**config.mk**
```make
export PLATFORM = sky130hd
export DESIGN_NAME = ls_stage
export DESIGN_NICKNAME = d
export VERILOG_FILES = /design/src/design/core_cfg_pkg.sv /design/src/design/ls_stage.sv
export SDC_FILE = /design/constraint.sdc
export NUM_CORES = 1
export LEC_CHECK = 0
export ABC_AREA = 1
export BUFFER_PORTS_ARGS = -buffer_cell sky130_fd_sc_hd__buf_4
export CELL_PAD_IN_SITES_DETAIL_PLACEMENT = 0
export CELL_PAD_IN_SITES_GLOBAL_PLACEMENT = 2
export CORE_MARGIN = 8
export CORE_UTILIZATION = 11
export DETAILED_ROUTE_END_ITERATION = 12
export HOLD_SLACK_MARGIN = 0.1
export PLACE_DENSITY_LB_ADDON = 0.25
export SYNTH_ARGS = -nofsm -noshare
export SYNTH_HDL_FRONTEND = slang
export SYNTH_SLANG_ARGS = --single-unit
```
**constraint.sdc**
```tcl
create_clock -name i_clk -period 1.3 [get_ports i_clk]
set_input_delay 0.39 -clock i_clk [delete_from_list [all_inputs] [get_ports i_clk]]
set_output_delay 0.39 -clock i_clk [all_outputs]
set_load 0.01 [all_outputs]
```
**src/design/core_cfg_pkg.sv**
```systemverilog
// core widths, reset PC, memory depth and the inter-stage bus structs
package core_cfg_pkg;

  localparam int INST_WD      = 32;
  localparam int PC_WD        = 32;
  localparam int SRAM_DATA_WD = 64;
  localparam int SRAM_DEPTH   = 256;
  localparam int SRAM_ADDR_WD = 8;    // log2 of SRAM_DEPTH

  localparam logic [PC_WD-1:0] PC_RESETVAL = 32'h0000_0000;

  // decode back to fetch, redirect on JAL
  typedef struct packed {
    logic             taken;
    logic [PC_WD-1:0] target;
  } br_bus_t;

  typedef struct packed {
    logic [INST_WD-1:0] inst;
    logic [PC_WD-1:0]   pc;
  } fs_to_ds_t;

  typedef struct packed {
    logic [SRAM_ADDR_WD-1:0] addr;    // 64-bit word address
  } ds_to_ls_t;

  // one request slot on the shared sram
  typedef struct packed {
    logic                    ren;
    logic [SRAM_ADDR_WD-1:0] addr;
  } mem_req_t;

  typedef struct packed {
    logic [PC_WD-1:0]   pc;
    logic [INST_WD-1:0] inst;
  } retire_t;

  typedef struct packed {
    logic [SRAM_ADDR_WD-1:0] addr;
    logic [SRAM_DATA_WD-1:0] data;
  } load_res_t;

endpackage
```
**src/design/ls_stage.sv**
```systemverilog
// one-entry load stage FSM that reads the shared sram and reports load data
`timescale 1ns/1ps

module ls_stage (
  input  logic                                  i_clk,
  input  logic                                  i_reset,
  // from decode
  input  logic                                  i_ds_to_ls_valid,
  input  core_cfg_pkg::ds_to_ls_t               i_ds_to_ls_bus,
  output logic                                  o_ls_allowin,
  // shared sram port
  output core_cfg_pkg::mem_req_t                o_mem_req,
  input  logic                                  i_mem_gnt,
  input  logic                                  i_mem_rvalid,
  input  logic [core_cfg_pkg::SRAM_DATA_WD-1:0] i_mem_rdata,
  // load report
  output logic                                  o_load_valid,
  output core_cfg_pkg::load_res_t               o_load
);

  import core_cfg_pkg::*;

  typedef enum logic [1:0] {
    LS_IDLE,
    LS_REQ,
    LS_WAIT
  } ls_state_e;

  ls_state_e               state;
  logic                    ls_accept;
  logic [SRAM_ADDR_WD-1:0] addr_q;

  assign o_load_valid   = (state == LS_WAIT) && i_mem_rvalid;
  // entry frees itself on the response cycle
  assign o_ls_allowin   = (state == LS_IDLE) || o_load_valid;
  assign ls_accept      = i_ds_to_ls_valid && o_ls_allowin;

  assign o_mem_req.ren  = state == LS_REQ;
  assign o_mem_req.addr = addr_q;

  assign o_load.addr = addr_q;
  assign o_load.data = i_mem_rdata;

  always_ff @(posedge i_clk) begin
    if (i_reset) begin
      state <= LS_IDLE;
    end else begin
      case (state)
        LS_IDLE: if (ls_accept) state <= LS_REQ;
        LS_REQ:  if (i_mem_gnt) state <= LS_WAIT;   // hold address until granted
        LS_WAIT: if (i_mem_rvalid) state <= ls_accept ? LS_REQ : LS_IDLE;
        default: state <= LS_IDLE;
      endcase
    end
  end

  always_ff @(posedge i_clk) begin
    if (ls_accept) begin
      addr_q <= i_ds_to_ls_bus.addr;
    end
  end

endmodule

```
# == Word-level counts from Yosys, hierarchy flattened ==
# Index checks and enable logic that the tools add are counted.
# totals
reg_bits,10
latchBits,0
ram_bits,0
mem_bits_ro,0
output_inout_bits,83
wordCells,17
mem_count,0
# op_classes
addsub,0
multipliers,0
div,0
order_cmp,0
n_eq_ne,5
n_shift,0
n_mux,5
bitwise,0
n_reduce_logical,5
# ops
op,n
$mux W2,3
$pmux W2 S3,1
$ne A2 B2 Y1 const B,2
$reduce_and A3 Y1,1
$eq A2 B1 Y1 const B,1
$eq A2 B2 Y1 const B,1
$logic_and A1 B1 Y1,2
$logic_not A2 Y1,1
$ne A2 B1 Y1 const B,1
$logic_or A1 B1 Y1,1
$mux W1,1

# == Depth between registers and ports, before layout ==
# depth
depth_word,7
depth_mapped,4
ltp_nobuf,4

# == Worst setup path before layout ==
# Ideal clock, no wire load.
# synth_path
kind,in2reg
from,input i_mem_rvalid
to,register addr_q[0] (enable)
arrival_time_ns,0.918
t_required_ns,0.976
slack_ns,0.058
stages,4
path_buffers,0
cell_sequence,inv_1 a21oi_2 nand2_1 inv_1
# synth_via
elab_chain_cells,3
# synth_lines
item,line_no,source
from (decl),ls_stage.sv:14,"input logic i_mem_rvalid,"
$logic_and A1 B1 Y1,ls_stage.sv:33,assign o_load_valid = (state == LS_WAIT) && i_mem_rvalid;
$logic_or A1 B1 Y1,ls_stage.sv:35,assign o_ls_allowin = (state == LS_IDLE) || o_load_valid;
via o_ls_allowin,ls_stage.sv:10,"output logic o_ls_allowin,"
$logic_and A1 B1 Y1,ls_stage.sv:36,assign ls_accept = i_ds_to_ls_valid && o_ls_allowin;
via ls_accept,ls_stage.sv:30,logic ls_accept;
to (signal assigned),ls_stage.sv:59,addr_q <= i_ds_to_ls_bus.addr;
to (decl),ls_stage.sv:31,logic [SRAM_ADDR_WD-1:0] addr_q;
# The timed path passes the listed nets, and every way through them passes these cells.
# A chain may end at the register's enable or synchronous reset.

# == Worst setup path after layout ==
# layout_path
from,register state[0]
to,output o_load_valid
# layout_via
elab_chain_cells,2
# layout_lines
item,line_no,source
from (decl),ls_stage.sv:29,ls_state_e state;
from (signal assigned),ls_stage.sv:51,LS_WAIT: if (i_mem_rvalid) state <= ls_accept ? LS_REQ : LS_IDLE;
$eq A2 B2 Y1,ls_stage.sv:33,
$logic_and A1 B1 Y1,ls_stage.sv:33,
to (decl),ls_stage.sv:17,"output logic o_load_valid,"
# Every way passes these cells.

==> results_dict.tcl <==
set metrics [dict create \
    run_status "finished, final reports clean" \
    maxSlewHeadroom_pct 79.1 \
    worstPathMaxFanout 3 \
    fin_nets 139 \
    ys_seq_area_share_pct 31.5 \
    drt_first_pass_iters 2 \
    dp.final_hpwl_mm 1.60 \
    hold_path_startpoint "i_reset" \
    skew_ns 0.00112 \
    postSynthAreaPerCell_um2 9.25 \
    die_height_um 106 \
    num_io_pins 160 \
    ff2ff_path_depth 3 \
    drt_antenna_net_count 0 \
    rsz0062_at_grt "yes" \
    timing.final.max_slew_violations 0 \
    critical_path.reg2reg.startpoint "state[1]" \
    drive_gt1_share_pct 70.5 \
    postSynthCellCount 96 \
    cp-start-kind "flop" \
    mappedNetlistArea_um2 888 \
    r2r-end "addr_q[2]" \
    numPortBuffers 31 \
    period_share_pct 97.2 \
    coreArea_um2 7770 \
    place.detailed.instances 160 \
    max_cap_viol_count 0 \
    grt_start_max_net_pins 9 \
    timing.final.hold_violations 0 \
    areaGrowthSynthToFinish_pct -12.1 \
    ctsLongestPathBuffers 2 \
    drt-total-wl_mm 1.84 \
    routedWlPerCell_um 11.3 \
    leakagePower_nw 0.317 \
    drt_iter0_drc 4 \
    number_of_register_bits_inferred_by_synthesis 10 \
    worstPathArrival_ns 0.87 \
    p_per_area_nw_per_um2 1150 \
    transition_time_at_the_pin_with_the_least_slew_margin_ns 0.313 \
    weighted_congestion_at_the_end_of_routability_driven_global_placement 0.636 \
    synthDistinctLibCells 11 \
    initial_antenna_violation_count 0 \
    fin_util_pct 10.1 \
    synth.net_count 173 \
    setup-tns-final_ns 0 \
    worst_skew_pair.late_latency_ns 0.23 \
    worst_setup_path_end_kind "output pin" \
    globalRouteOverflowTotal 0 \
    fill_cells 912 \
    cts_made_buffers 3 \
    starting_density_of_the_core_pct 11.4 \
    post_drt_via_cell_ratio 2.48 \
    vias 404 \
    die_area_um2 11200 \
    setup_viol 0 \
    clock_sinks 10 \
    wire_length_of_the_first_global_routing_pass_mm 2.55 \
    minimum_clock_period_ns 1.26 \
    timing.hold.worst_endpoint "state[0]" \
    worstHoldPathCells 2 \
    irDropWorstVdd_uv 275 \
    clk_transition_reported_paths_ns 0.05 \
    tritoncts "built" \
    std_cell_rows 32 \
    cts.root.buffer_cell "clkbuf_8" \
    post_layout_nonfiller_instances 163 \
    via_count_of_the_first_global_routing_pass 407 \
    r2r_slack_ns 0.15 \
    die_w_um 106 \
    max_freq_mhz 791 \
    setup.worst_path.class "reg -> out" \
    grt_util_all_layers_pct 3.03 \
    min-delay-path-class "in -> reg" \
    htreeDepth 1 \
    remaining_drc_errors 0 \
    synthesis.yosys.warnings 0 \
    crit_required_ns 0.91 \
    diodes 0 \
]
==> per-layer routing <==
layer	global-route usage (%)	vias up	wire length (µm)
li1	-	155	-
met1	2.67	164	659
met2	3.13	49	558
met3	2.86	36	403
met4	4.82	0	221
met5	0	-	0
==> logic make-up (layout without fill, tap and decap cells) <==
| family | Yosys count | count (layout) | synth area share (%) |
|---|---|---|---|
| flip-flops | 10 | 10 | 31.5 |
| buffers and inverters | 76 | 41 | 62.5 |
| AND/OR/NAND/NOR | 7 | 7 | 3.38 |
| AO/OA/AOI/OAI | 3 | 3 | 2.54 |
==> critical path, stage by stage (launching register included) <==
cell and delay (ns):
dfxtp_2 0.32, inv_2 0.07, nand2_1 0.05, nor2_1 0.08
buf_4 0.13
==> metrics by stage <==
stage / hold slack, ns / area, µm² / setup slack, ns / total power, mW
final: 0.310 / 781 / 0.0363 / 0.898
after global routing: 0.305 / 781 / -0.00708 / 0.943
after CTS: 0.302 / 781 / 0.0165 / 0.925
after detailed placement: 0.530 / 731 / -0.0796 / 0.536
after global placement: 0.540 / 731 / -0.0122 / 0.537
after floorplan: 0.452 / 888 / 0.0576 / 0.653
==> final cells by class <==
type / count / area [µm²] / area share [%]
clock buffer: 4 / 55.1 / 7.05
inverter: 4 / 15.0 / 1.92
multi-input combinational: 10 / 52.6 / 6.73
sequential: 10 / 283 / 36.2
tap: 102 / 128 / 16.3
timing repair buffer: 33 / 248 / 31.7
==> cells in the mapped netlist, drive strengths merged <==
cell / count / area (µm²)
dfxtp: 2 / 40.0
edfxtp: 8 / 240
nor2: 2 / 10.0
a21oi: 3 / 22.5
buf: 72 / 541
inv: 4 / 15.0
nand2: 4 / 15.0
nand3: 1 / 5.00
==> report_power, final <==
part | switching [mW] | leakage [nW] | total [mW] | internal, mW
sequential | 0.0122 | 0.0939 | 0.385 | 0.372
clock | 0.111 | 0.0288 | 0.376 | 0.265
combinational | 0.0603 | 0.195 | 0.137 | 0.0770
total | 0.183 | 0.317 | 0.898 | 0.715
==> placed cells by master, fill, tap and decap left out, drive strengths merged <==
| cell type | instances |
|---|---|
| a21oi | 3 |
| clkbuf | 4 |
| nand3 | 1 |
| nor2 | 2 |
| dfxtp | 2 |
| buf | 33 |
| nand2 | 4 |
| edfxtp | 8 |
| inv | 4 |
==> what timing repair did <==
| item | CTS | global route |
|---|---|---|
| setup endpoints to repair | 3 | 2 |
| hold buffers | 0 | 0 |
| pin swaps | 1 | 0 |
| cloned | 0 | 0 |
| gates resized for setup | 2 | 0 |
| buffers inserted | 0 | 0 |
==> state kept, by name, indices dropped and copies added, names as in the netlist <==
name	cells
addr_q	8
state	2
==> worst max-delay path by stage <==
stage	start	slack (ns)	end	cells after the start
global placement	i_mem_rvalid	-0.01	addr_q[3]	5
CTS	state[0]	0.02	o_load_valid	4
detailed placement	i_mem_rvalid	-0.08	addr_q[6]	5
finish	state[0]	0.04	o_load_valid	4
floorplan	i_mem_rvalid	0.06	addr_q[0]	4
global route	state[0]	-0.007	o_mem_req[8]	3
No activity file was read; power rests on OpenSTA's default activity.
