==> config.mk <==
export PLATFORM = sky130hd
export DESIGN_NAME = sram_arbiter
export DESIGN_NICKNAME = d
export VERILOG_FILES = /design/src/design/core_cfg_pkg.sv /design/src/design/sram_arbiter.sv
export SDC_FILE = /design/constraint.sdc
export NUM_CORES = 1
export LEC_CHECK = 0
export ABC_AREA = 1
export BUFFER_PORTS_ARGS = -buffer_cell sky130_fd_sc_hd__buf_4
export CAP_MARGIN = 15
export CORE_AREA = 2 2 63 65
export DETAILED_ROUTE_END_ITERATION = 16
export DIE_AREA = 0 0 65 67
export GPL_TIMING_DRIVEN = 0
export PLACE_DENSITY = 0.71
export SLEW_MARGIN = 40
export SYNTH_ARGS = -nofsm -noshare
export SYNTH_HDL_FRONTEND = slang
export SYNTH_SLANG_ARGS = --single-unit
==> constraint.sdc <==
create_clock -name i_clk -period 0.8 [get_ports i_clk]
set_input_delay 0.04 -clock i_clk [delete_from_list [all_inputs] [get_ports i_clk]]
set_output_delay 0.04 -clock i_clk [all_outputs]
set_load 0.02 [all_outputs]
==> src/design/core_cfg_pkg.sv <==
// core widths, reset PC, memory depth and the inter-stage bus structs
package core_cfg_pkg;

  localparam int INST_WD      = 32;
  localparam int PC_WD        = 32;
  localparam int SRAM_DATA_WD = 64;
  localparam int SRAM_DEPTH   = 256;
  localparam int SRAM_ADDR_WD = 8;    // log2 of SRAM_DEPTH

  localparam logic [PC_WD-1:0] PC_RESETVAL = 32'h0000_0000;

  // decode back to fetch, redirect on JAL
  typedef struct packed {
    logic             taken;
    logic [PC_WD-1:0] target;
  } br_bus_t;

  typedef struct packed {
    logic [INST_WD-1:0] inst;
    logic [PC_WD-1:0]   pc;
  } fs_to_ds_t;

  typedef struct packed {
    logic [SRAM_ADDR_WD-1:0] addr;    // 64-bit word address
  } ds_to_ls_t;

  // one request slot on the shared sram
  typedef struct packed {
    logic                    ren;
    logic [SRAM_ADDR_WD-1:0] addr;
  } mem_req_t;

  typedef struct packed {
    logic [PC_WD-1:0]   pc;
    logic [INST_WD-1:0] inst;
  } retire_t;

  typedef struct packed {
    logic [SRAM_ADDR_WD-1:0] addr;
    logic [SRAM_DATA_WD-1:0] data;
  } load_res_t;

endpackage
==> src/design/sram_arbiter.sv <==
// fixed-priority arbiter for the shared sram with registered response routing
`timescale 1ns/1ps

module sram_arbiter (
  input  logic                                  i_clk,
  input  logic                                  i_reset,
  // requesters
  input  core_cfg_pkg::mem_req_t                i_if_req,
  input  core_cfg_pkg::mem_req_t                i_ls_req,
  output logic                                  o_if_gnt,
  output logic                                  o_ls_gnt,
  output logic                                  o_if_rvalid,
  output logic                                  o_ls_rvalid,
  // sram side
  output core_cfg_pkg::mem_req_t                o_sram_req,
  input  logic [core_cfg_pkg::SRAM_DATA_WD-1:0] i_sram_rdata,
  output logic [core_cfg_pkg::SRAM_DATA_WD-1:0] o_rdata
);

  logic if_owner_q;    // owner of the read now on the data bus
  logic ls_owner_q;

  // load stage always wins, fetch retries
  assign o_ls_gnt = i_ls_req.ren;
  assign o_if_gnt = i_if_req.ren && !i_ls_req.ren;

  // idle cycles pass the fetch slot with ren low
  assign o_sram_req = o_ls_gnt ? i_ls_req : i_if_req;

  always_ff @(posedge i_clk) begin
    if (i_reset) begin
      if_owner_q <= 1'b0;
      ls_owner_q <= 1'b0;
    end else begin
      if_owner_q <= o_if_gnt;
      ls_owner_q <= o_ls_gnt;
    end
  end

  assign o_if_rvalid = if_owner_q;
  assign o_ls_rvalid = ls_owner_q;

  // data is shared, the strobes tell who owns it
  assign o_rdata = i_sram_rdata;

endmodule

Word level (Yosys, flattened, before mapping)
Index checks and enable logic that the tools add are counted.
{ "word_totals": {"register_bits": 2, "input_bits": 84, "elab_cells": 5, "output_inout_bits": 77} }
{ "op_classes": {"reduce_logical": 2, "n_mux": 1} }
{ "op_table": {"columns": ["operator", "n"], "rows": [
  ["$mux 9", 1],
  ["$logic_and 1x1->1", 1],
  ["$logic_not 1->1", 1]
]} }

Longest topological paths before layout
Gate-level depths: netlist of run 1.
{ "logic_depth": {"ltp_word": 2, "depth_mapped": 4, "ltp_nobuf": 3} }

Worst setup path after synthesis of run 1
No wires, ideal clock.
{ "synth_path": {"path_type": "input port to output port", "startpoint": "input i_ls_req[8] (netlist bit)", "endpoint": "output o_sram_req[8] (netlist bit)", "path_stages": 2, "required_ns": 0.760, "n_path_buf": 1, "slack_ns": 0.300, "t_arrival_ns": 0.460, "cell_sequence": "buf_6 > or2_1"} }
{ "synth_rtl": {"columns": ["item", "line", "text"], "rows": [
  ["start: declaration", "sram_arbiter.sv:9", "input core_cfg_pkg::mem_req_t i_ls_req,"],
  ["end: declaration", "sram_arbiter.sv:15", "output core_cfg_pkg::mem_req_t o_sram_req,"]
]} }

Worst setup path after layout of run 1
{ "layout_path": {"startpoint": "register if_owner_q (netlist: o_if_rvalid)", "endpoint": "output o_if_rvalid"} }
{ "layout_rtl": {"columns": ["item", "line", "text"], "rows": [
  ["start: declaration", "sram_arbiter.sv:20", "logic if_owner_q;"],
  ["start signal: assignment", "sram_arbiter.sv:35", "if_owner_q <= o_if_gnt;"],
  ["end: declaration", "sram_arbiter.sv:12", "output logic o_if_rvalid,"]
]} }
No word-level cell between the ends.

==> results.txt, run 1 <==
* Element type at the critical path start: register
- Clock-pin slew was measured on the worst setup and hold paths at around 0.03 ns.
- The core region is approximately 3600 um^2.
* N_diodes: 0
- Share of the cycle needed by the critical path after routing: 85.44%
- The clock passes through at most 2 buffers.
- H-tree depth: 1
- Leakage: just over 0.9 nW
- Antenna violations before repair: 0
- Quantity of I/O buffers inserted on ports: 95
* Kind of cell adding the most delay to the critical path: flip-flops
- In the routed layout, each cell is associated on average with a via count of around 3.5.
- The number of clock buffers added by TritonCTS is 3.
- The worst setup path is captured at an output port.
- Post-synthesis cell area: roughly 660 um^2
* Overflow after GRT: 0
- Setup violations remaining at the end of the flow were counted as 0.
- Final weighted congestion in routability-driven placement: between 0.6 and 0.7
* Vias in the first global route: around 730
- Longest individual stage delay on the worst path: 0.29 ns
- Max frequency: about 1.5 GHz
* Mean area per synthesized cell: about 6.8 um^2
* Clock Sinks: 2
- Synthesis instantiated 10 different standard cells from the library.
- Yosys warns: 0
- Dividing total power by cell area gives a power density of around 1000 nW/um^2.
- In this run, synthesis produced a sequential element count of 2.
* Required time of the critical path: 0.76 ns
- Buffer and inverter count on the worst path: 1
- The count of nets left with antenna violations once routing finished came out at 0.
- Counting every net in the synthesized netlist gives about 180.
* Starting density of the core: 18.42%
- Total detailed-routing wirelength: ~2400 um
- Filler cells: between 300 and 400
* Setup TNS after final layout: 0 ns
* Global-route wire length before repair: 2918 um
* Most used cells in the layout excluding fill and tap cells: buf_4, nand2_1, clkbuf_8
* Final HPWL from detailed placement: between 2000 and 2500 um
* Final Hold Vio Count: 0
* Final cell count without fillers: 245
* Cell depth of the worst min-delay path: 3
- Across the run, the number of max-cap violations was 0.
- Entering global routing, the biggest net connects 11 pins.
* Fin crit period: 0.6835 ns
* Final number of max-transition violations: 0
- After the last flow step, the layout net total stands at ~280.
* Root Buffer: clkbuf_8
- Walking the worst path, the cells encountered are buf_4.
- Cells after Synth: 98
- Largest fanout on the critical path: 1
- Residual DRC count: 0
- The first detailed-routing pass ran for 2 iterations.
- Once placement completed, the tool counted placed cells totaling between 200 and 250.
- Leaving out fill and tap cells, the most frequent cell in the layout is buf_4.
- Die boundary height: 67 um
- DIE AREA: 4355 um^2
- 1st-iter DRT viols: 7
* Slew of the pin with the lowest slew margin: around 0.1 ns
- Unrepaired setup endpoints after global routing: false
* Fraction of layout instances using a drive strength above 1: a little over four fifths
* Die Width: 65 um
- The share of the Yosys chip area taken by registers is ~6%.
- about 160 I/O pins were placed.
- Row count: 22
- TritonCTS built the clock tree.
- Run status: finished clean
- Worst Hold Slack: just over 0.07 ns
- Number of logic stages on the critical path including buffering: 1
* Slew Limit Headroom: around 93%
- Dividing the detail-routed wire length by the instance count gives just under 10 um.
- Arrival time at the worst endpoint: around 0.64 ns
* Type of the worst setup path: reg -> out
- For this block, the via count after detailed routing is about 860.
- Global-route usage over all layers: 8.564%
* Layout area overhead: 124.1%
* Slowest-stage cell, CP: dfxtp_1
- Max VDD drop: 0.3364 mV
- The worst hold path belongs to the class in -> reg.
## cells by family after synthesis
group | count (synthesis) | share of synthesized area [%]
flip-flops | 2 | 6.027
buffers and inverters | 68 | 77.02
AND/OR/NAND/NOR | 28 | 16.95
## timing repair
action,in CTS,in global routing
hold buffers,1,0
setup buffers,0,0
endpoints found under the hold margin,1,0
gates resized for setup,0,0
## state kept, by name (all words and copies together), names as in the netlist
signal       flops
o_ls_rvalid      1
o_if_rvalid      1
## power breakdown
group | total, W | leakage [nW] | internal (W) | switching, W
clock | 0.000394 | 0.0216 | 0.000318 | 0.0000761
combinational | 0.000981 | 0.871 | 0.000537 | 0.000444
sequential | 0.000107 | 0.0166 | 0.000105 | 0.00000119
## cells in the mapped netlist
cell / number / area share [%]
buf_4: 65 / 73
buf_6: 1 / 1.7
nand2_2: 1 / 0.94
inv_1: 1 / 0.56
nor2_2: 1 / 0.94
nor2_1: 1 / 0.56
or2_1: 1 / 0.94
nand2_1: 24 / 14
inv_6: 1 / 1.3
dfxtp_1: 2 / 6.0
## path summary, 6_finish.rpt
path,to,startpoint
setup / recovery,o_if_rvalid,o_if_rvalid$_SDFF_PP0_
hold / removal,o_if_rvalid$_SDFF_PP0_,i_if_req[8]
## routing by layer
layer  vias to the layer above  wire [um]  global-route usage (%)
met4                         0          0                   3.191
met3                         0        515                   4.223
met1                       338        587                   6.713
met5                         -          0                       0
li1                        425          -                       -
met2                        94       1304                   17.65
## per-stage QoR
stage	power, W	setup WS [ns]	instance area, um^2	utilization (%)
after floorplan	0.0006929	0.2998	664.4	-
after global placement	0.001089	0.1987	1438	39.87
after detailed placement	0.001095	0.1979	1438	39.87
after CTS	0.001505	0.1123	1489	41.29
after global routing	0.001541	0.08520	1489	41.29
final	0.001482	0.1165	1489	41.29
## final cells by class
| type | count | area (um^2) | area share [%] |
|---|---|---|---|
| Multi-Input combinational cell | 28 | 112.6 | 7.563 |
| Inverter | 2 | 12.51 | 0.8403 |
| Clock buffer | 3 | 41.29 | 2.773 |
| Tap cell | 48 | 60.06 | 4.034 |
| Sequential cell | 2 | 40.04 | 2.689 |
| Buffer | 66 | 499.2 | 33.53 |
| Timing Repair Buffer | 96 | 723.2 | 48.57 |
Note: power is estimated with default switching activity, not from simulation.
==> inputs of run 2 (changes only) <==
- BUFFER_PORTS_ARGS: -buffer_cell sky130_fd_sc_hd__buf_4 -> -buffer_cell sky130_fd_sc_hd__buf_2
==> results.txt, run 2 (synthesized netlist as in run 1, its figures left out) <==
- The maximum clock frequency came to 1.444 GHz (-1.3%).
- The count of standard-cell rows was 22 (unchanged).
- The core footprint was 3606 um^2 (unchanged).
- N_diodes: 0 (unchanged)
* Count of endpoints failing setup in the final report: 0 (unchanged)
- Element type at the critical path start: register
- The first-pass detailed-route iteration total came to 2 (unchanged).
- Most used cells in the layout excluding fill and tap cells: buf_2, buf_4, nand2_1
- Final weighted congestion in routability-driven placement: 0.6574 (-5.3%)
- Critical Path, Cell by Cell: buf_2
- The met1 track utilization from global routing came to 6.012% (-0.70 points).
- The critical path is of the reg -> out type.
* Global-route usage over all layers: 7.498% (-1.1 points)
- Overflow after GRT: 0 (unchanged)
- Final Hold Vio Count: 0 (unchanged)
- The number of nets with antenna violations after detailed routing was 0 (unchanged).
* CTS Hold Buffers Added: 0 (-1)
- Unrepaired setup endpoints after global routing: false
* Leakage: 0.8250 nW (-9.3%)
* Layout area overhead: 86.82%
* Power Density: 1067 nW/um^2 (+7.2%)
- Setup TNS after final layout: 0 ns (unchanged)
* DR vias: 853 (-0.47%)
- The die area was 4355 um^2 (unchanged).
* Vias per std cell: 3.496 (about the same)
- The final worst-path cycle share was 86.59% (+1.2 points).
- The number of buffer and inverter stages on the critical path came to 1 (unchanged).
- The wire length per cell was 8.742 um (-11%).
* Quantity of I/O buffers inserted on ports: 95 (unchanged)
- The fraction of power spent switching nets came to 38.36% (+3.2 points).
- The buffer depth of the longest clock path came to 2 (unchanged).
- Antenna violations before repair: 0 (unchanged)
- The total setup buffers inserted after CTS is 0 (unchanged).
- The HPWL reported at the end of detailed placement was 1994 um (-9.2%).
- Total CTS buffers: 3 (unchanged)
* Vias in the first global route: 657 (-9.4%)
- The total internal power was 0.0008162 W (-15%).
* 1st-iter DRT viols: 3 (-4)
* Number of nets in the layout: 282 (-0.35%)
* Largest fanout on the critical path: 1 (unchanged)
- Slew of the pin with the lowest slew margin: 0.1413 ns (+0.04274 ns)
- The horizontal die dimension came to 65 um (unchanged).
- Total detailed-routing wirelength: 2133 um (-11%)
* Reg clk slew, reported paths: 0.03 ns (about the same)
- Clock Sinks: 2 (unchanged)
* Global-route wire length before repair: 2539 um (-13%)
* Total of cells resized after clock tree synthesis: 0 (unchanged)
* Residual DRC count: 0 (unchanged)
- The data arrival time of the critical path was 0.65 ns (about the same).
- TritonCTS built the clock tree.
- Switching power: 0.0005080 W (-2.6%)
- The met3 capacity usage during global routing was 2.365% (-1.9 points).
* Portion of total power attributed to the clock network: 29.9% (+3.3 points)
- Max VDD drop: 0.3502 mV (+4.1%)
- The sequential group share of total power is 8.0% (+0.8 points).
- Fin crit period: 0.6928 ns (+0.009205 ns)
- The biggest cell delay along the critical path came to 0.29 ns (about the same).
- The largest net degree at the start of global routing is 11 (unchanged).
- Leading cell type in the layout, fill and taps excluded: buf_2
* H-tree depth: 1 (unchanged)
- The count of final max-slew check failures was 0 (unchanged).
* Relative contribution of combinational cells to total power: 62.1% (-4.1 points)
- The slowest stage of the critical path is the dfxtp_1 cell.
* Fraction of layout instances using a drive strength above 1: 85.20% (+0.43 points)
- CTS placed an instance of clkbuf_8 at the clock tree root.
- The worst setup path is captured at an output port.
- Met2 routing resource usage after global routing: 16.11% (-1.5 points)
- Die boundary height: 67 um (unchanged)
* Most utilized layer in the global route result: met2
- Starting density of the core: 18.42% (unchanged)
* Run status: finished clean
- Max-cap check violation count: 0 (unchanged)
* Io pins: 161 (unchanged)
- Path class of the lowest-slack min-delay path: in -> reg
- Slew Limit Headroom: 90.64% (-2.8 points)
* Core occupancy in the finished layout: 34.42% (-6.9 points)
- Kind of cell adding the most delay to the critical path: flip-flops
- Required time of the critical path: 0.76 ns (about the same)
==> run 2: changes by cell type in the layout (fill, tap and decap cells not counted) <==
cell / previous run / this run
buf_2: 0 / 95
buf_4: 160 / 65
dlygate4sd3_1: 1 / 0
==> run 2: layer usage <==
| layer | part of all wire [%] | up-vias |
|---|---|---|
| met5 | 0 | - |
| met4 | 0.56 | 0 |
| met3 | 19 | 2 |
| met2 | 53 | 96 |
| met1 | 28 | 332 |
| li1 | - | 423 |
==> run 2: layout make-up <==
class / instances / area [um^2]
plain buffers: 66 / 499.2
clock buffers: 3 / 41.29
fillers: 371 / 2365
inverters: 2 / 12.51
multi-input cells: 28 / 112.6
flip-flops and latches: 2 / 40.04
well taps: 48 / 60.06
repair buffers: 95 / 475.5
==> run 2: power by group through the flow <==
stage	combinational (W)	sequential, W	clock [W]
after floorplan	0.000579	0.000114	0
after global placement	0.000827	0.000107	0
after detailed placement	0.000831	0.000107	0
after CTS	0.000833	0.000106	0.000408
after global routing	0.000871	0.000106	0.000404
final	0.000822	0.000106	0.000395
==> run 2: final timing paths <==
path                                   start                endpoint  slack, ns  cells after the start
worst max-delay path  o_if_rvalid$_SDFF_PP0_             o_if_rvalid       0.11                      1
worst min-delay path                 i_reset  o_if_rvalid$_SDFF_PP0_       0.01                      2
==> run 2: through the flow <==
step           instances   power, W  setup slack [ns]  hold WS [ns]  instance area (um^2)
2_1_floorplan         98  0.0006929            0.2998        0.1069                 664.4
5_1_grt              244   0.001382           0.09287       0.02171                  1241
6_report             244   0.001324            0.1072       0.01201                  1241
3_5_place_dp         241  0.0009388            0.2092        0.2245                  1200
3_3_place_gp         241  0.0009342            0.2105        0.2260                  1200
4_1_cts              244   0.001348           0.09638      0.006503                  1241
