**config.mk**
```make
export PLATFORM = sky130hd
export DESIGN_NAME = if_stage
export DESIGN_NICKNAME = d
export VERILOG_FILES = /design/src/design/core_cfg_pkg.sv /design/src/design/if_stage.sv
export SDC_FILE = /design/constraint.sdc
export NUM_CORES = 1
export LEC_CHECK = 0
export BUFFER_PORTS_ARGS = -buffer_cell sky130_fd_sc_hd__clkbuf_2
export CAP_MARGIN = 10
export CORE_MARGIN = 8
export CORE_UTILIZATION = 40
export DETAILED_ROUTE_END_ITERATION = 7
export PLACE_DENSITY_LB_ADDON = 0.3
export SETUP_SLACK_MARGIN = 0.3
export SLEW_MARGIN = 20
export SYNTH_ARGS = -nofsm -noshare
export SYNTH_HDL_FRONTEND = slang
export SYNTH_SLANG_ARGS = --single-unit
export TNS_END_PERCENT = 5
```
**constraint.sdc**
```tcl
create_clock -name i_clk -period 2.8 [get_ports i_clk]
set_input_delay 0.56 -clock i_clk [delete_from_list [all_inputs] [get_ports i_clk]]
set_output_delay 0.56 -clock i_clk [all_outputs]
set_load 0.01 [all_outputs]
```
**src/design/core_cfg_pkg.sv**
```systemverilog
// core widths, reset PC, memory depth and the inter-stage bus structs
package core_cfg_pkg;

  localparam int INST_WD      = 32;
  localparam int PC_WD        = 32;
  localparam int SRAM_DATA_WD = 64;
  localparam int SRAM_DEPTH   = 256;
  localparam int SRAM_ADDR_WD = 8;    // log2 of SRAM_DEPTH

  localparam logic [PC_WD-1:0] PC_RESETVAL = 32'h0000_0000;

  // decode back to fetch, redirect on JAL
  typedef struct packed {
    logic             taken;
    logic [PC_WD-1:0] target;
  } br_bus_t;

  typedef struct packed {
    logic [INST_WD-1:0] inst;
    logic [PC_WD-1:0]   pc;
  } fs_to_ds_t;

  typedef struct packed {
    logic [SRAM_ADDR_WD-1:0] addr;    // 64-bit word address
  } ds_to_ls_t;

  // one request slot on the shared sram
  typedef struct packed {
    logic                    ren;
    logic [SRAM_ADDR_WD-1:0] addr;
  } mem_req_t;

  typedef struct packed {
    logic [PC_WD-1:0]   pc;
    logic [INST_WD-1:0] inst;
  } retire_t;

  typedef struct packed {
    logic [SRAM_ADDR_WD-1:0] addr;
    logic [SRAM_DATA_WD-1:0] data;
  } load_res_t;

endpackage
```
**src/design/if_stage.sv**
```systemverilog
// fetch stage with pre-IF request, PC register, 32-bit half select and bus to decode
`timescale 1ns/1ps

module if_stage (
  input  logic                                  i_clk,
  input  logic                                  i_reset,
  // allowin
  input  logic                                  i_ds_allowin,
  // branch bus
  input  core_cfg_pkg::br_bus_t                 i_br_bus,
  // to decode
  output logic                                  o_fs_to_ds_valid,
  output core_cfg_pkg::fs_to_ds_t               o_fs_to_ds_bus,
  // shared sram port
  output core_cfg_pkg::mem_req_t                o_mem_req,
  input  logic                                  i_mem_gnt,
  input  logic                                  i_mem_rvalid,
  input  logic [core_cfg_pkg::SRAM_DATA_WD-1:0] i_mem_rdata
);

  import core_cfg_pkg::*;

  // pre-IF stage
  logic               pf_start;     // set on the first edge out of reset
  logic               pf_go;        // request granted and accepted into IF
  logic [PC_WD-1:0]   seq_pc;       // next PC when no redirect is pending
  logic [PC_WD-1:0]   next_pc;

  // IF stage
  logic               fs_valid;
  logic               fs_got;       // response already captured
  logic               fs_ready_go;
  logic               fs_allowin;
  logic [PC_WD-1:0]   fs_pc;
  logic [INST_WD-1:0] fs_inst_q;
  logic [INST_WD-1:0] rsp_inst;

  assign next_pc        = i_br_bus.taken ? i_br_bus.target : seq_pc;
  assign o_mem_req.ren  = pf_start && fs_allowin;
  assign o_mem_req.addr = next_pc[SRAM_ADDR_WD+2:3];
  assign pf_go          = o_mem_req.ren && i_mem_gnt;

  always_ff @(posedge i_clk) begin
    if (i_reset) begin
      pf_start <= 1'b0;
      seq_pc   <= PC_RESETVAL;
    end else begin
      pf_start <= 1'b1;
      if (pf_go) begin
        seq_pc <= next_pc + PC_WD'(4);
      end else if (i_br_bus.taken) begin
        seq_pc <= i_br_bus.target;    // redirect waits for the next grant
      end
    end
  end

  // response always arrives the cycle after the grant
  assign fs_ready_go      = fs_got || i_mem_rvalid;
  // a JAL in decode frees fetch and drops its wrong-path occupant
  assign fs_allowin       = !fs_valid || (fs_ready_go && (i_ds_allowin || i_br_bus.taken));
  assign o_fs_to_ds_valid = fs_valid && fs_ready_go && !i_br_bus.taken;

  // 64-bit aligned word, pc[2] picks the upper half
  assign rsp_inst = fs_pc[2] ? i_mem_rdata[SRAM_DATA_WD-1:INST_WD] : i_mem_rdata[INST_WD-1:0];

  assign o_fs_to_ds_bus.inst = fs_got ? fs_inst_q : rsp_inst;
  assign o_fs_to_ds_bus.pc   = fs_pc;

  always_ff @(posedge i_clk) begin
    if (i_reset) begin
      fs_valid <= 1'b0;
      fs_got   <= 1'b0;
      fs_pc    <= PC_RESETVAL;
    end else if (fs_allowin) begin
      fs_valid <= pf_go;
      fs_got   <= 1'b0;
      if (pf_go) begin
        fs_pc <= next_pc;
      end
    end else if (i_mem_rvalid) begin
      fs_got <= 1'b1;                 // decode stalled, keep the instruction
    end
  end

  always_ff @(posedge i_clk) begin
    if (i_mem_rvalid) begin
      fs_inst_q <= rsp_inst;
    end
  end

endmodule

```
Word level (Yosys, flattened, before mapping)
Index checks and enable logic that the tools add are counted.
{"block": "word_totals", "register_bits": 99, "inputBits": 102, "word_cells": 24}
{"block": "classes", "addsub": 1, "n_mux": 5, "n_reduce_logical": 12}
{"cell": "$mux 32", "count": 4}
{"cell": "$add 32x3->32 const B", "count": 1}
{"cell": "$logic_and 1x1->1", "count": 5}
{"cell": "$logic_or 1x1->1", "count": 3}
{"cell": "$logic_not 1->1", "count": 2}
{"cell": "$reduce_and 2->1", "count": 1}
{"cell": "$reduce_or 2->1", "count": 1}
{"cell": "$mux 1", "count": 1}

Longest topological paths before layout
Gate-level depths: netlist of the first run.
{"block": "depth", "word_depth": 6, "mapped_depth": 13}

Least setup slack after synthesis of the first run
Ideal clock, no wire load.
{"block": "synth_path", "kind": "input to register", "from": "input i_br_bus[32] (netlist name)", "to": "register seq_pc[20]", "setup_time_ns": 0.132, "arrival_time_ns": 2.856, "path_slack_ns": -0.188, "cell_stages": 13, "path_buffers": 6, "cell_sequence": "buf_6 -> buf_2 -> buf_4 -> buf_2 -> buf_2 -> mux2i_1 -> inv_1 -> ha_1 -> a21boi_1 -> nand4_2 -> buf_2 -> nor4_1 -> nor3_1"}
{"block": "synth_between", "elab_cells_between_ends": 8, "cone_classes": "add/sub: 1; mux: 2; reduce/logical: 5"}
{"item": "from (decl)", "line": "if_stage.sv:10", "source": "input core_cfg_pkg::br_bus_t i_br_bus,"}
{"item": "$mux 32"}
{"item": "net next_pc[3]", "line": "if_stage.sv:27", "source": "logic [PC_WD-1:0] next_pc;"}
{"item": "$add 32x3->32", "line": "if_stage.sv:50", "source": "seq_pc <= next_pc + PC_WD'(4);"}
{"item": "$mux 32", "line": "if_stage.sv:49", "source": "if (pf_go) begin"}
{"item": "to (signal assigned)", "line": "if_stage.sv:50"}
{"item": "to (signal assigned)", "line": "if_stage.sv:52", "source": "seq_pc <= i_br_bus.target;"}
{"item": "to (decl)", "line": "if_stage.sv:26", "source": "logic [PC_WD-1:0] seq_pc;"}
The timed path passes the listed nets, and every way through them passes these cells.
A chain may end at the register's enable or synchronous reset.

==> results by group, run 1 <==
Cells and area
  – Leading cell type in the layout, fill and taps excluded: sky130_fd_sc_hd__clkbuf_2
  – Multi-input gate area in the final layout: 2580 um^2
  – Area growth from synthesis to layout: 25.9%
  – Top library cells by usage in the layout, fill and taps aside: 174 x sky130_fd_sc_hd__clkbuf_2, 67 x sky130_fd_sc_hd__dfxtp_1, 65 x sky130_fd_sc_hd__mux2_2, 55 x sky130_fd_sc_hd__nor2_1, 32 x sky130_fd_sc_hd__edfxtp_1
  – Number of antenna cells inserted: 0
  – Final non-filler cell total: 813
  – Final design area excluding fillers: 6410 um^2
  – Fillcell total: 1140
  – Net total in the final layout: 739
  – Final core utilization: 51.2%
  – Flip-flop and latch area: 2300 um^2
  – Share of layout cells above drive strength 1: 44.3%

Setup path
  – Critical Path Sink Type: output port
  – Data required time at the worst endpoint: 2.24 ns
  – Critical path data arrival time: 1.79 ns
  – Worst setup path end: o_fs_to_ds_bus[53]
  – Reg2Reg Capture Point: seq_pc[22]
  – Sort of element at the start of the critical path: flip-flop
  – Critical Path Fanout Max: 33
  – Worst R2R Setup Slack: 0.89 ns
  – Worst reg-to-reg path cell count: 7
  – First element of the critical path: fs_pc[2]
  – CP Class: reg -> out
  – Reg2reg start: seq_pc[2]

Synth
  – Synth Warn #: 0
  – Synthesized area per cell: 10.6 um^2
  – Part of the Yosys area used for sequential elements: 45.2%
  – Syn Std Cell Area: 5090 um^2
  – Mapped Nets: 583
  – Post-synth ARST share: 0%
  – Top FF cell, synth: sky130_fd_sc_hd__dfxtp_1
  – Post-synthesis register bit count: 99
  – Distinct cells, synth: 59
  – Cells after synthesis: 480
  – Number of enable-type register cells in the synthesized netlist: 32

Place
  – Total cell area at the placement stage: 6140 um^2
  – Post-placement setup slack: 0.230 ns
  – Cell count after placement: 797
  – RePlAce Congestion: 0.857
  – Detailed Place HPWL: 10.5 mm
  – Count of port buffers added during placement: 175

Route
  – Number of remaining DRC errors: 0
  – Wirelength per Cell: 16.8 um
  – Via count: 4232
  – Antenna violation net count after detailed routing: 0
  – Final wirelength: 13.6 mm
  – Number of detailed-route iterations in the first pass: 5
  – Drt initial violations: 236
  – Vias/cell: 5.21

Floorplan
  – Initial core utilization: 40.7%
  – Die height: 129 um
  – Number of cell rows: 41
  – Horizontal die dimension: 129 um
  – I/O pin count: 176
  – Standard cell core area: 12500 um^2
  – Full die area: 16600 um^2

Clocking
  – Clk Latency, worst-skew pair: 0.35 ns
  – Clock-pin slew reported for the worst setup and hold paths after clock tree synthesis: 0.06 ns
  – Clock tree root buffer cell: sky130_fd_sc_hd__clkbuf_16
  – TritonCTS clock tree: built
  – Number of hold-repair buffers added at the cts stage: 0
  – H-tree levels: 3
  – Number of buffers inserted during clock tree synthesis: 9
  – Deepest clock path buffer count: 2
  – Clock sinks: 99

Timing
  – Fin Hold WS: 0.423 ns
  – Final count of pins violating max slew: 0
  – Final total negative setup slack: 0 ns
  – Final count of negative-setup-slack endpoints: 0
  – Clock Skews: 0.00525 ns
  – Unrepaired setup endpoints after global routing: no
  – Period utilisation layout: 84.0%
  – Fin. Hold Viols: 0
  – Slew of the pin with the lowest slew margin: 0.513 ns
  – Shortest period the worst path allows: 2.35 ns
  – Slew headroom: 64.8%
  – Highest achievable clock rate: 425 MHz
  – Post-route setup slack: 0.449 ns

Pwr
  – Part of the total power dissipated in combinational logic: 17.7%
  – Switching power: 0.879 mW
  – Proportion of power drawn by flip-flops and latches: 48.4%
  – Worst vdd rail ir drop: 0.265 mV
  – Total power after layout: 3.37 mW
  – Switching share of power: 26.1%
  – Cell-internal power: 2.49 mW
  – Power per Cell Area: 525 nW/um^2
  – Leak pwr: 2.67 nW
  – Clk pwr share: 33.8%

Global route
  – Maximum number of pins on one net before global-route repair: 79
  – Global-route wire length before repair: 21.4 mm
  – Aggregate global routing overflow: 0
  – Vias in the first global route: 4227
  – Gr usage total: 16.2%
  – Number of antenna violations at the first check in global routing: 0

Status
  – Outcome: finished, final reports clean

Flow run
  – Number of violations of the max-capacitance limit: 0

Min path
  – Hold Crit Class: in -> reg
  – Count of cells along the worst hold path: 2
## kinds of logic after synthesis
kind of cell	count (synthesis)	share of synthesized area, %
fa+ha+maj	1	0.246
simple gates	145	15.4
xor+xnor	15	2.58
compound gates	71	10.9
buf+inv	53	5.16
mux	96	20.5
flops	99	45.2
## power by group through the flow
stage / combinational (mW) / sequential (mW) / clock (mW)
2_1_floorplan: 0.361 / 1.67 / 0
3_3_place_gp: 0.588 / 1.66 / 0
3_5_place_dp: 0.602 / 1.66 / 0
4_1_cts: 0.605 / 1.63 / 1.17
5_1_grt: 0.658 / 1.64 / 1.22
6_report: 0.597 / 1.63 / 1.14
## area by class of cell
class	instances	area share, %
tap	172	3.36
inverter	9	0.527
multi-input combinational	328	40.3
clock buffer	13	3.91
timing repair buffer	189	15.8
sequential	99	35.9
clock inverter	3	0.215
## what timing repair did
action / CTS / global route
setup endpoints to repair: 0 / 32
setup buffers: 0 / 0
resized for setup: 0 / 1
## how the worst min path moves through the flow
| stage | startpoint | endpoint | slack [ns] |
|---|---|---|---|
| after global placement | fs_pc[5] | fs_pc[5] | 0.46 |
| final | i_ds_allowin | fs_got | 0.42 |
| after detailed placement | fs_pc[5] | fs_pc[5] | 0.48 |
| after floorplan | seq_pc[0] | seq_pc[0] | 0.46 |
| after global routing | i_ds_allowin | fs_got | 0.41 |
| after CTS | i_ds_allowin | fs_got | 0.40 |
## state kept, by name, indices dropped and copies added, names as in the netlist
| register | flops |
|---|---|
| seq_pc | 32 |
| fs_got | 1 |
| pf_start | 1 |
| fs_inst_q | 32 |
| fs_pc | 32 |
| fs_valid | 1 |
## routing by layer
metal	vias to the layer above	GRT usage (%)	routed length, um
met1	1992	19.4	5940
met5	-	0	0
met2	143	26.6	6410
met3	15	4.59	1050
met4	0	7.19	242
li1	2082	-	-
## synthesized netlist by cell type, drive strengths merged (8+ instances only)
cell type / number / share of area, %
xnor2: 14 / 2.4
dfxtp: 67 / 26
buf: 22 / 2.9
mux2i: 30 / 5.9
clkbuf: 22 / 1.6
nor3: 13 / 1.3
inv: 9 / 0.66
nand3: 12 / 1.2
a211oi: 31 / 4.6
nand2: 10 / 0.74
edfxtp: 32 / 19
a21oi: 8 / 1.0
nand4: 13 / 1.7
nor2: 55 / 4.1
mux2: 66 / 15
## worst max-delay path: stages, from the launching register on
cell	delay [ns]
sky130_fd_sc_hd__dfxtp_1	0.35
sky130_fd_sc_hd__buf_6	0.28
sky130_fd_sc_hd__mux2_2	0.40
sky130_fd_sc_hd__mux2_2	0.27
sky130_fd_sc_hd__clkbuf_2	0.14
(Power assumes the default switching activity.)
==> run 2, diff against run 1 <==
clock period = 2.2 ns   (was 2.8 ns; I/O delays follow)
==> results by group, run 2 (same netlist as run 1, synthesis figures left out) <==
Status
  – Outcome: finished, final reports clean

Timing
  – Clock Skews: 0.00960 ns (+0.00435 ns)
  – Fin. Hold Viols: 0 (unchanged)
  – Post-route setup slack: 0.0821 ns (-0.367 ns)
  – Shortest period the worst path allows: 2.12 ns
  – Period utilisation layout: 96.3%
  – Highest achievable clock rate: 472 MHz
  – Final count of pins violating max slew: 0 (unchanged)
  – Slew headroom: 64.3% (-0.48 points)
  – Slew of the pin with the lowest slew margin: 0.520 ns (+0.00705 ns)
  – Unrepaired setup endpoints after global routing: yes
  – Final total negative setup slack: 0 ns (unchanged)
  – Final count of negative-setup-slack endpoints: 0 (unchanged)

Global route
  – Global-route wire length before repair: 22.1 mm (+3.2%)
  – Gr usage total: 16.9% (+0.69 points)
  – Maximum number of pins on one net before global-route repair: 74 (-6.3%)
  – Aggregate global routing overflow: 0 (unchanged)
  – Vias in the first global route: 4402 (+4.1%)
  – Number of antenna violations at the first check in global routing: 1 (+1)

Clocking
  – Clock tree root buffer cell: sky130_fd_sc_hd__clkbuf_16
  – Deepest clock path buffer count: 2 (unchanged)
  – Clk Latency, worst-skew pair: 0.35 ns (about the same)
  – TritonCTS clock tree: built
  – Clock-pin slew reported for the worst setup and hold paths after clock tree synthesis: 0.06 ns (about the same)
  – H-tree levels: 3 (unchanged)
  – Number of hold-repair buffers added at the cts stage: 0 (unchanged)
  – Number of buffers inserted during clock tree synthesis: 9 (unchanged)
  – Clock sinks: 99 (unchanged)

Floorplan
  – Full die area: 16600 um^2 (unchanged)
  – Number of cell rows: 41 (unchanged)
  – Die height: 129 um (unchanged)
  – Standard cell core area: 12500 um^2 (unchanged)
  – Horizontal die dimension: 129 um (unchanged)
  – Initial core utilization: 40.7% (unchanged)
  – I/O pin count: 176 (unchanged)

Cells and area
  – Leading cell type in the layout, fill and taps excluded: sky130_fd_sc_hd__clkbuf_2
  – Number of antenna cells inserted: 0 (unchanged)
  – Share of layout cells above drive strength 1: 48.0% (+3.7 points)
  – Top library cells by usage in the layout, fill and taps aside: 168 x sky130_fd_sc_hd__clkbuf_2, 66 x sky130_fd_sc_hd__dfxtp_1, 57 x sky130_fd_sc_hd__mux2_2, 55 x sky130_fd_sc_hd__nor2_1, 43 x sky130_fd_sc_hd__buf_4
  – Top Registers: fs_inst_q (32), fs_pc (32), seq_pc (32)
  – Net total in the final layout: 773 (+4.6%)
  – Fillcell total: 1142 (+0.18%)
  – Area growth from synthesis to layout: 33.7%

Setup path
  – CP Class: reg -> out
  – Critical path data arrival time: 1.68 ns (-0.11 ns)
  – Critical Path Sink Type: output port
  – Sort of element at the start of the critical path: flip-flop
  – Critical Path Fanout Max: 16 (-52%)
  – Data required time at the worst endpoint: 1.76 ns (-0.48 ns)

Place
  – RePlAce Congestion: 0.853 (-0.47%)
  – Detailed Place HPWL: 10.8 mm (+2.4%)
  – Post-placement setup slack: -0.0404 ns (-0.270 ns)
  – Count of port buffers added during placement: 175 (unchanged)

Route
  – Vias/cell: 5.12 (-1.7%)
  – Final wirelength: 14.1 mm (+3.4%)
  – Number of remaining DRC errors: 0 (unchanged)
  – Drt initial violations: 244 (+3.4%)
  – Via count: 4336 (+2.5%)
  – Number of detailed-route iterations in the first pass: 4 (-1)
  – Wirelength per Cell: 16.7 um (-0.75%)
  – Antenna violation net count after detailed routing: 0 (unchanged)

Min path
  – Hold Crit Class: in -> reg

Flow run
  – Number of violations of the max-capacitance limit: 0 (unchanged)

Pwr
  – Leak pwr: 2.90 nW (+8.7%)
  – Worst vdd rail ir drop: 0.305 mV (+15%)
  – Power per Cell Area: 664 nW/um^2 (+26%)
-- run 2: cell types whose count changed in the layout (fill, tap and decap cells not counted), moves of 2 or more --
cell | before | now
sky130_fd_sc_hd__clkbuf_8 | 1 | 4
sky130_fd_sc_hd__nor3_2 | 0 | 2
sky130_fd_sc_hd__mux2_2 | 65 | 57
sky130_fd_sc_hd__clkbuf_2 | 174 | 168
sky130_fd_sc_hd__clkbuf_16 | 9 | 11
sky130_fd_sc_hd__nor3_1 | 13 | 11
sky130_fd_sc_hd__buf_2 | 1 | 7
sky130_fd_sc_hd__buf_4 | 11 | 43
sky130_fd_sc_hd__clkinv_2 | 2 | 0
sky130_fd_sc_hd__mux2_4 | 0 | 8
-- run 2: critical path: stages (launching register included) --
cell,delay (ns)
sky130_fd_sc_hd__dfxtp_4,0.41
sky130_fd_sc_hd__buf_16,0.17
sky130_fd_sc_hd__mux2_2,0.35
sky130_fd_sc_hd__mux2_2,0.27
sky130_fd_sc_hd__clkbuf_2,0.14
-- run 2: repair_timing --
action	CTS	global route
setup endpoints to repair	34	52
gates cloned	1	1
gates resized for setup	3	14
buffers inserted	0	0
-- run 2: final timing paths --
check        cells past startpoint  slack, ns                  to    startpoint
min reg2reg                      2       0.48            fs_pc[5]      fs_pc[5]
max reg2reg                      5       0.32          seq_pc[30]    seq_pc[19]
min                              2       0.31              fs_got  i_ds_allowin
max                              4       0.08  o_fs_to_ds_bus[52]      fs_pc[2]
-- run 2: metrics by stage --
step                      hold WS [ns]  power (mW)  utilization (%)  cells  area, um^2
final                            0.307        4.52             54.4    847        6810
after global routing             0.306        4.73             54.4    847        6810
after CTS                        0.289        4.58             53.9    846        6750
after detailed placement         0.466        2.92             51.2    829        6410
after global placement           0.461        2.90             51.2    829        6410
after floorplan                  0.456        2.58                -    480        5210
-- run 2: cell type report --
cell class / instances / area [um^2] / share of cell area, %
Clock buffer: 16 / 313 / 4.60
Inverter: 9 / 33.8 / 0.496
Multi-Input combinational cell: 328 / 2630 / 38.6
Sequential cell: 99 / 2310 / 33.9
Tap cell: 172 / 215 / 3.16
Timing Repair Buffer: 223 / 1310 / 19.3
-- run 2: layer usage --
layer,part of all wire (%),track usage (%),wire length (um),vias up
met1,42,19.1,5860,2030
met2,48,28.9,6830,134
met3,8.7,5.83,1230,13
li1,-,-,-,2157
met4,1.3,6.01,180,2
met5,0.085,0,12,-
-- run 2: power breakdown --
part	internal [mW]	total [mW]	switching, mW	leakage, nW
Combinational	0.412	0.828	0.416	1.88
Sequential	2.02	2.08	0.0610	0.866
Clock	0.961	1.62	0.654	0.154
Total	3.39	4.52	1.13	2.90
